[src/fifo_buf_defines.svh]
`ifndef FIFO_BUF_DEFINES_SVH
`define FIFO_BUF_DEFINES_SVH

//////////////////////////////////////////////////
// FIFO geometry
//////////////////////////////////////////////////

// Command FIFO address bits for 8 descriptors
`define FB_CMD_AW 3

// Data FIFO address bits for 16 words
`define FB_DATA_AW 4

// Almost full and almost empty distance in entries
`define FB_ALMOST_N 2

// Register port
`define FB_APB_AW 8

`endif

[src/fifo_buf_pkg.sv]
`include "fifo_buf_defines.svh"

package fifo_buf_pkg;

	// DMA descriptor carried by the command FIFO
	typedef struct packed {
		logic [31:0] addr;
		logic [15:0] len;
		logic [7:0]  tag;
		logic [3:0]  opcode;
	} cmd_desc_t;

	typedef logic [31:0] data_word_t;

	// Registered status of one FIFO
	typedef struct packed {
		logic       full;
		logic       empty;
		logic       almost_full;
		logic       almost_empty;
		logic [1:0] level;
	} fifo_flags_t;

	// APB master to slave
	typedef struct packed {
		logic                  psel;
		logic                  penable;
		logic                  pwrite;
		logic [`FB_APB_AW-1:0] paddr;
		logic [31:0]           pwdata;
	} apb_req_t;

	// APB slave to master
	typedef struct packed {
		logic [31:0] prdata;
		logic        pready;
		logic        pslverr;
	} apb_rsp_t;

	// Register map byte offsets
	localparam logic [`FB_APB_AW-1:0] REG_CTRL     = 'h00;
	localparam logic [`FB_APB_AW-1:0] REG_STATUS   = 'h04;
	localparam logic [`FB_APB_AW-1:0] REG_CMD_CNT  = 'h08;
	localparam logic [`FB_APB_AW-1:0] REG_DATA_CNT = 'h0C;
	localparam logic [`FB_APB_AW-1:0] REG_ERR      = 'h10;

endpackage

[src/dp_ram.sv]
`timescale 1ns/1ps

module dp_ram #(
	parameter type payload_t = logic [31:0],
	parameter int AW = 3
) (
	input  logic          clk,
	input  logic          we,
	input  logic [AW-1:0] waddr,
	input  payload_t      wdata,
	input  logic [AW-1:0] raddr,
	input  logic          re,
	output payload_t      rdata
);

	// Storage for 2^AW entries
	payload_t mem [0:(1<<AW)-1];

	// Write port
	always_ff @(posedge clk) begin
		if (we) begin
			mem[waddr] <= wdata;
		end
	end

	// Read port registered
	// rdata holds its value until the next read strobe
	always_ff @(posedge clk) begin
		if (re) begin
			rdata <= mem[raddr];
		end
	end

endmodule

[src/sc_fifo.sv]
`timescale 1ns/1ps

module sc_fifo #(
	parameter type payload_t = logic [31:0],
	parameter int AW = 3,
	parameter int ALMOST_N = 2
) (
	input  logic                      clk,
	input  logic                      rst,
	input  logic                      clr,
	input  logic                      push,
	input  payload_t                  din,
	input  logic                      pop,
	output payload_t                  dout,
	output fifo_buf_pkg::fifo_flags_t flags,
	output logic [AW:0]               count,
	output logic                      overflow,
	output logic                      underflow
);

	// Depth and the two thresholds at count width
	localparam logic [AW:0] DEPTH = {1'b1, {AW{1'b0}}};
	localparam logic [AW:0] AE_LIMIT = (AW+1)'(ALMOST_N);
	localparam logic [AW:0] AF_LIMIT = DEPTH - AE_LIMIT;

	// Flags after reset or clear
	localparam fifo_buf_pkg::fifo_flags_t FLAGS_RST = '{
		full:         1'b0,
		empty:        1'b1,
		almost_full:  1'b0,
		almost_empty: 1'b1,
		level:        2'd0
	};

	logic [AW-1:0] wp;
	logic [AW-1:0] rp;
	logic [AW-1:0] wp_pl1;
	logic [AW-1:0] rp_pl1;
	logic          gb;
	logic          push_ok;
	logic          pop_ok;
	logic [AW:0]   cnt_nxt;
	logic [AW+2:0] lvl_raw;
	fifo_buf_pkg::fifo_flags_t flags_nxt;

	//////////////////////////////////////////////////
	// Handshake
	//////////////////////////////////////////////////

	// Judged against this cycle's registered flags
	assign push_ok = push & ~flags.full;
	assign pop_ok  = pop & ~flags.empty;

	assign wp_pl1 = wp + AW'(1);
	assign rp_pl1 = rp + AW'(1);

	// Storage, read data lands one cycle after an accepted pop
	dp_ram #(
		.payload_t(payload_t),
		.AW(AW)
	) ram_inst (
		.clk(clk),
		.we(push_ok),
		.waddr(wp),
		.wdata(din),
		.raddr(rp),
		.re(pop_ok),
		.rdata(dout)
	);

	//////////////////////////////////////////////////
	// Pointers and guard bit
	//////////////////////////////////////////////////

	always_ff @(posedge clk) begin
		if (!rst || clr) begin
			wp <= '0;
			rp <= '0;
		end else begin
			if (push_ok) begin
				wp <= wp_pl1;
			end
			if (pop_ok) begin
				rp <= rp_pl1;
			end
		end
	end

	// Guard bit tells full from empty when wp equals rp
	always_ff @(posedge clk) begin
		if (!rst || clr) begin
			gb <= 1'b0;
		end else if (push_ok && !pop_ok && (wp_pl1 == rp)) begin
			gb <= 1'b1;
		end else if (pop_ok && !push_ok) begin
			gb <= 1'b0;
		end
	end

	//////////////////////////////////////////////////
	// Occupancy and flags
	//////////////////////////////////////////////////

	// Simultaneous push and pop leave the count alone
	always_comb begin
		cnt_nxt = count;
		if (push_ok && !pop_ok) begin
			cnt_nxt = count + 1'b1;
		end else if (pop_ok && !push_ok) begin
			cnt_nxt = count - 1'b1;
		end
	end

	// Flags computed from the next count
	always_comb begin
		// Quarter of the depth per level step
		lvl_raw = {cnt_nxt, 2'b00} >> AW;
		flags_nxt.full         = (cnt_nxt == DEPTH);
		flags_nxt.empty        = (cnt_nxt == '0);
		flags_nxt.almost_full  = (cnt_nxt > AF_LIMIT);
		flags_nxt.almost_empty = (cnt_nxt < AE_LIMIT);
		// Saturate at 3 when completely full
		flags_nxt.level = (lvl_raw > (AW+3)'(3)) ? 2'd3 : lvl_raw[1:0];
	end

	always_ff @(posedge clk) begin
		if (!rst || clr) begin
			count <= '0;
			flags <= FLAGS_RST;
		end else begin
			count <= cnt_nxt;
			flags <= flags_nxt;
		end
	end

	// One cycle error pulses for dropped requests
	always_ff @(posedge clk) begin
		if (!rst) begin
			overflow  <= 1'b0;
			underflow <= 1'b0;
		end else begin
			overflow  <= push & flags.full;
			underflow <= pop & flags.empty;
		end
	end

	//////////////////////////////////////////////////
	// Checks
	//////////////////////////////////////////////////

	// Count based flags agree with the pointer and guard bit view
	a_empty_ptr: assert property (@(posedge clk) disable iff (!rst)
		flags.empty == ((wp == rp) && !gb));
	a_full_ptr: assert property (@(posedge clk) disable iff (!rst)
		flags.full == ((wp == rp) && gb));

	// Counter stays within the depth and tracks the pointer distance
	a_cnt_max: assert property (@(posedge clk) disable iff (!rst)
		(count <= DEPTH) && (count[AW-1:0] == AW'(wp - rp)));

endmodule

[src/fifo_apb_regs.sv]
`timescale 1ns/1ps
`include "fifo_buf_defines.svh"

module fifo_apb_regs (
	input  logic                      clk,
	input  logic                      rst,
	input  fifo_buf_pkg::apb_req_t    apb_req,
	output fifo_buf_pkg::apb_rsp_t    apb_rsp,
	input  fifo_buf_pkg::fifo_flags_t cmd_flags,
	input  fifo_buf_pkg::fifo_flags_t data_flags,
	input  logic [`FB_CMD_AW:0]       cmd_count,
	input  logic [`FB_DATA_AW:0]      data_count,
	input  logic                      cmd_ovf,
	input  logic                      cmd_unf,
	input  logic                      data_ovf,
	input  logic                      data_unf,
	output logic                      clr_cmd,
	output logic                      clr_data
);

	logic       setup_q;
	logic       access;
	logic       hit_ctrl;
	logic       hit_status;
	logic       hit_cmd_cnt;
	logic       hit_data_cnt;
	logic       hit_err;
	logic       slv_err;
	logic       wr_en;
	logic [3:0] err_q;
	logic [3:0] err_clr;

	//////////////////////////////////////////////////
	// APB phase tracking and decode
	//////////////////////////////////////////////////

	// Remember a setup phase so the access phase can be recognised
	always_ff @(posedge clk) begin
		if (!rst) begin
			setup_q <= 1'b0;
		end else begin
			setup_q <= apb_req.psel & ~apb_req.penable;
		end
	end

	assign access = apb_req.psel & apb_req.penable & setup_q;

	assign hit_ctrl     = (apb_req.paddr == fifo_buf_pkg::REG_CTRL);
	assign hit_status   = (apb_req.paddr == fifo_buf_pkg::REG_STATUS);
	assign hit_cmd_cnt  = (apb_req.paddr == fifo_buf_pkg::REG_CMD_CNT);
	assign hit_data_cnt = (apb_req.paddr == fifo_buf_pkg::REG_DATA_CNT);
	assign hit_err      = (apb_req.paddr == fifo_buf_pkg::REG_ERR);

	// Unmapped offset or write to a read only register
	assign slv_err = access & (~(hit_ctrl | hit_status | hit_cmd_cnt | hit_data_cnt | hit_err)
		| (apb_req.pwrite & (hit_status | hit_cmd_cnt | hit_data_cnt)));

	// Erroring writes change nothing
	assign wr_en = access & apb_req.pwrite & ~slv_err;

	//////////////////////////////////////////////////
	// Control and sticky errors
	//////////////////////////////////////////////////

	// Self clearing bits become one cycle clear pulses
	always_ff @(posedge clk) begin
		if (!rst) begin
			clr_cmd  <= 1'b0;
			clr_data <= 1'b0;
		end else begin
			clr_cmd  <= wr_en & hit_ctrl & apb_req.pwdata[0];
			clr_data <= wr_en & hit_ctrl & apb_req.pwdata[1];
		end
	end

	// Write one to clear
	assign err_clr = (wr_en && hit_err) ? apb_req.pwdata[3:0] : 4'b0000;

	// A new event wins over a clear in the same cycle
	always_ff @(posedge clk) begin
		if (!rst) begin
			err_q <= 4'b0000;
		end else begin
			err_q <= (err_q & ~err_clr) | {data_unf, data_ovf, cmd_unf, cmd_ovf};
		end
	end

	//////////////////////////////////////////////////
	// Response
	//////////////////////////////////////////////////

	always_comb begin
		apb_rsp.prdata = '0;
		if (access && !apb_req.pwrite) begin
			if (hit_status) begin
				apb_rsp.prdata = {20'd0, data_flags, cmd_flags};
			end else if (hit_cmd_cnt) begin
				apb_rsp.prdata = 32'(cmd_count);
			end else if (hit_data_cnt) begin
				apb_rsp.prdata = 32'(data_count);
			end else if (hit_err) begin
				apb_rsp.prdata = {28'd0, err_q};
			end
		end
		// No wait states
		apb_rsp.pready  = access;
		apb_rsp.pslverr = slv_err;
	end

	// Every access phase must follow a setup phase
	a_pready: assert property (@(posedge clk) disable iff (!rst)
		(apb_req.psel && apb_req.penable) |-> apb_rsp.pready);

endmodule

[src/fifo_buf_top.sv]
`timescale 1ns/1ps
`include "fifo_buf_defines.svh"

module fifo_buf_top (
	input  logic                       clk,
	input  logic                       rst,
	input  logic                       push_cmd,
	input  fifo_buf_pkg::cmd_desc_t    cmd_in,
	input  logic                       pop_cmd,
	output fifo_buf_pkg::cmd_desc_t    cmd_out,
	output fifo_buf_pkg::fifo_flags_t  cmd_flags,
	input  logic                       push_data,
	input  fifo_buf_pkg::data_word_t   data_in,
	input  logic                       pop_data,
	output fifo_buf_pkg::data_word_t   data_out,
	output fifo_buf_pkg::fifo_flags_t  data_flags,
	input  fifo_buf_pkg::apb_req_t     apb_req,
	output fifo_buf_pkg::apb_rsp_t     apb_rsp
);

	// Clear pulses from software
	logic clr_cmd;
	logic clr_data;

	// Occupancy and error pulses back to the register block
	logic [`FB_CMD_AW:0]  cmd_count;
	logic [`FB_DATA_AW:0] data_count;
	logic                 cmd_ovf;
	logic                 cmd_unf;
	logic                 data_ovf;
	logic                 data_unf;

	//////////////////////////////////////////////////
	// Descriptor FIFO
	//////////////////////////////////////////////////

	sc_fifo #(
		.payload_t(fifo_buf_pkg::cmd_desc_t),
		.AW(`FB_CMD_AW),
		.ALMOST_N(`FB_ALMOST_N)
	) cmd_fifo (
		.clk(clk),
		.rst(rst),
		.clr(clr_cmd),
		.push(push_cmd),
		.din(cmd_in),
		.pop(pop_cmd),
		.dout(cmd_out),
		.flags(cmd_flags),
		.count(cmd_count),
		.overflow(cmd_ovf),
		.underflow(cmd_unf)
	);

	//////////////////////////////////////////////////
	// Data word FIFO
	//////////////////////////////////////////////////

	sc_fifo #(
		.payload_t(fifo_buf_pkg::data_word_t),
		.AW(`FB_DATA_AW),
		.ALMOST_N(`FB_ALMOST_N)
	) data_fifo (
		.clk(clk),
		.rst(rst),
		.clr(clr_data),
		.push(push_data),
		.din(data_in),
		.pop(pop_data),
		.dout(data_out),
		.flags(data_flags),
		.count(data_count),
		.overflow(data_ovf),
		.underflow(data_unf)
	);

	// Software view
	fifo_apb_regs regs_inst (
		.clk(clk),
		.rst(rst),
		.apb_req(apb_req),
		.apb_rsp(apb_rsp),
		.cmd_flags(cmd_flags),
		.data_flags(data_flags),
		.cmd_count(cmd_count),
		.data_count(data_count),
		.cmd_ovf(cmd_ovf),
		.cmd_unf(cmd_unf),
		.data_ovf(data_ovf),
		.data_unf(data_unf),
		.clr_cmd(clr_cmd),
		.clr_data(clr_data)
	);

endmodule

[config.mk]
export PLATFORM = sky130hd
export DESIGN_NAME = fifo_buf_top
export DESIGN_NICKNAME = d
export VERILOG_FILES = /design/src/fifo_buf_pkg.sv /design/src/dp_ram.sv /design/src/sc_fifo.sv /design/src/fifo_apb_regs.sv /design/src/fifo_buf_top.sv
export VERILOG_INCLUDE_DIRS = /design/src
export SDC_FILE = /design/constraint.sdc
export NUM_CORES = 1
export LEC_CHECK = 0
export ABC_AREA = 1
export BUFFER_PORTS_ARGS = -buffer_cell sky130_fd_sc_hd__buf_2
export CAP_MARGIN = 20
export CORE_UTILIZATION = 60
export CTS_CLUSTER_SIZE = 20
export DETAILED_ROUTE_END_ITERATION = 12
export PLACE_DENSITY = 0.77
export SYNTH_ARGS = -nofsm -noshare
export SYNTH_HDL_FRONTEND = slang
export SYNTH_SLANG_ARGS = --single-unit
[constraint.sdc]
create_clock -name clk -period 4.1 [get_ports clk]
set_input_delay 0.205 -clock clk [delete_from_list [all_inputs] [get_ports clk]]
set_output_delay 0.205 -clock clk [all_outputs]
set_load 0.05 [all_outputs]
==> out/qor.yml <==
synth:
  synth_edf_count: 1084
  syn_area_per_cell_um2: 13.5
  ys.flop_type: "edfxtp_1"
  syn_inst: 3239
  ys_top_cells_by_count: "1084 x edfxtp_1, 718 x nor2_1, 386 x o21ai_0"
  synthTopCellsByArea: "edfxtp_1 75%, nor2_1 6.2%, o21ai_0 4.4%"
  ys_warn_count: 0
  synthArstFlopShare: 0
  netlist_area_mm2: 0.0437
  synth_most_common_cell: "edfxtp_1"
  yosysTopAreaCell: "edfxtp_1"
  synth_top_area_frac: 0.745
  synth_cell_type_count: 33
  ys_seq_elements: 1130
  ys_seq_area_frac: 0.766
pwr:
  comb_power_share: 0.143
  seq_power_share: 0.494
  leakagePower_nw: 17.3
  clkPwrFrac: 0.363
  power.switching_mw: 7.24
  ir_worst_vdd_v: 0.000421
  switching_share: 0.263
  powerDensity_mw_per_mm2: 546
  p_int_mw: 20.3
placement:
  dp_hpwl_mm: 52.5
  port_buffers: 230
  numPlacedInstances: 4269
  place_congestion: 0.846
final_layout:
  nets: 3693
  fillCellCount: 4466
  drive_above_1_share: 0.129
  stdcell_count: 4577
  syn_to_final_growth_pct: 15.5
die:
  dieArea_mm2: 0.0739
  die_height_um: 272
  rows: 98
  ios: 279
  die_x_um: 272
  start_util: 0.609
  fp.coreArea_mm2: 0.0717
critical_path:
  cp.arrival_ps: 2940
  required_ps: 4440
  crit_path_max_fanout: 18
  rrSetupSlack_ps: 1500
  worstSetupPathType: "reg2reg"
  crit_path_end_kind: "flop"
  crit_path_start_kind: "flop"
job:
  drv_cap: 0
routing:
  wl_per_cell_um: 22.5
  wl_mm: 103
  first_pass_iters: 6
  routed_via_density: 6.19
  vias: 28300
  drc: 0
  first_iter_violations: 3137
  ant_nets: 0
clock_network:
  cts-buffers-inserted: 106
  clk_latency_ps: 670
  cts_setup_buffers: 0
  cts.sinks: 1130
  root_buffer: "clkbuf_16"
  clockBufferDepth: 3
  htreeDepth: 3
  cts_tree: "built"
  clk_pin_slew_ps: 60
global_routing:
  grt_pass1_vias: 28200
  grt_pass1_wl_mm: 156
  globalRouteOverflowTotal: 0
  grt_use_total: 0.277
  grt_max_degree: 242
  antenna_found_initial: 6
timing:
  finalSetupTns_ps: 0
  fin_crit_ps: 2600
  hold_viol_final: 0
  setup_violations: 0
  fin_skew_ps: 16.5
  rsz0062_at_grt: "false"
  fin_crit_sh: 0.634
  max_freq_mhz: 385
  slew_violations: 0
  relSlewSlack: 0.193
  tightest_slew_ps: 1210
worst_hold_path:
  hold_path.class: "in2reg"
run_status:
  status: "completed"
==> cells by family (layout without fill, tap and decap cells) <==
group / count (synthesis) / count (layout) / share of synthesized area
adder cells (fa/ha/maj): 11 / 11 / 0.00315
flip-flops: 1130 / 1130 / 0.766
XOR/XNOR: 1 / 1 / 0.000201
buffers and inverters: 273 / 639 / 0.0299
AO/OA/AOI/OAI: 696 / 696 / 0.101
other: 1 / 23 / 0.0000859
AND/OR/NAND/NOR: 1127 / 1127 / 0.0997
==> worst max-delay path, stage by stage, from the launching register on <==
cell	delay, ps
dfxtp_1	340
nor2_2	370
nand2_1	360
nor2_4	740
buf_4	420
==> layout by cell type, fill, tap and decap left out, types with 70 or more instances in the layout <==
cell	netlist	final
buf_2	42	230
clkbuf_16	0	108
dlygate4sd3_1	0	113
edfxtp_1	1084	1084
nand2_1	319	319
nand3_1	70	70
nor2_1	718	692
o21ai_0	386	386
o221ai_1	80	80
o32ai_1	120	120
==> state kept, by name, indices dropped and copies added, names as in the netlist <==
| register | flops |
|---|---|
| cmd_fifo.count | 4 |
| cmd_fifo.overflow | 1 |
| data_fifo.overflow | 1 |
| data_fifo.underflow | 1 |
| data_fifo.ram_inst.rdata | 32 |
| cmd_fifo.underflow | 1 |
| regs_inst.clr_cmd | 1 |
| cmd_fifo.ram_inst.rdata | 60 |
| data_fifo.flags | 6 |
| regs_inst.setup_q | 1 |
| cmd_fifo.ram_inst.mem | 480 |
| cmd_fifo.wp | 3 |
| cmd_fifo.flags | 6 |
| data_fifo.rp | 4 |
| data_fifo.wp | 4 |
| regs_inst.err_q | 4 |
| regs_inst.clr_data | 1 |
| data_fifo.count | 5 |
| cmd_fifo.rp | 3 |
| data_fifo.ram_inst.mem | 512 |
==> path summary, 6_finish.rpt <==
path / start / endpoint / cells past startpoint
worst max-delay path: data_fifo.flags[5] / data_fifo.ram_inst.mem[0][0] / 4
worst min-delay path: apb_req[36] / regs_inst.err_q[0] / 6
worst max register to register: data_fifo.flags[5] / data_fifo.ram_inst.mem[0][0] / 4
worst min register to register: cmd_fifo.overflow / regs_inst.err_q[0] / 2
==> metal layers <==
layer  up-vias  part of all wire  global-route usage  wire length [um]
li1      12500                 -                   -                 -
met1     13900              0.38               0.376             39300
met2      1650              0.49               0.451             50000
met3       259              0.10              0.0478             10400
met4         4             0.031               0.107              3200
met5         -           0.00027                   0                28
==> final cells by class <==
class,instances,area (um2),area share
sequential,1130,33500,0.664
inverter,54,214,0.00424
tap,950,1190,0.0236
multi-input combinational,1855,9170,0.182
timing repair buffer,394,2840,0.0562
clock buffer,139,2870,0.0569
antenna,3,7.51,0.000149
clock inverter,52,683,0.0135
==> power groups by stage <==
| stage | clock (mW) | combinational [mW] | sequential (mW) |
|---|---|---|---|
| CTS | 10.1 | 3.91 | 13.6 |
| global route | 10.5 | 4.28 | 13.7 |
| floorplan | 0 | 2.13 | 14.4 |
| detailed placement | 0 | 3.77 | 13.8 |
| global placement | 0 | 3.62 | 13.8 |
| finish | 9.99 | 3.95 | 13.6 |
==> stage by stage <==
step | total power, mW | setup slack, ps | utilization | instance area, um2 | hold WS (ps)
6_report | 27.6 | 1500 | 0.703 | 50500 | 82.5
5_1_grt | 28.4 | 1410 | 0.703 | 50500 | 122
4_1_cts | 27.6 | 1430 | 0.703 | 50400 | 41.7
3_5_place_dp | 17.6 | 1500 | 0.638 | 45700 | 396
3_3_place_gp | 17.4 | 1570 | 0.638 | 45700 | 382
2_1_floorplan | 16.6 | 38.9 | - | 43700 | 277
==> timing repair <==
item / in CTS / in global routing
hold endpoints to repair: 1019 / 0
gates resized for setup: 0 / 0
hold buffers: 113 / 0
Note: power is estimated with default switching activity, not from simulation.
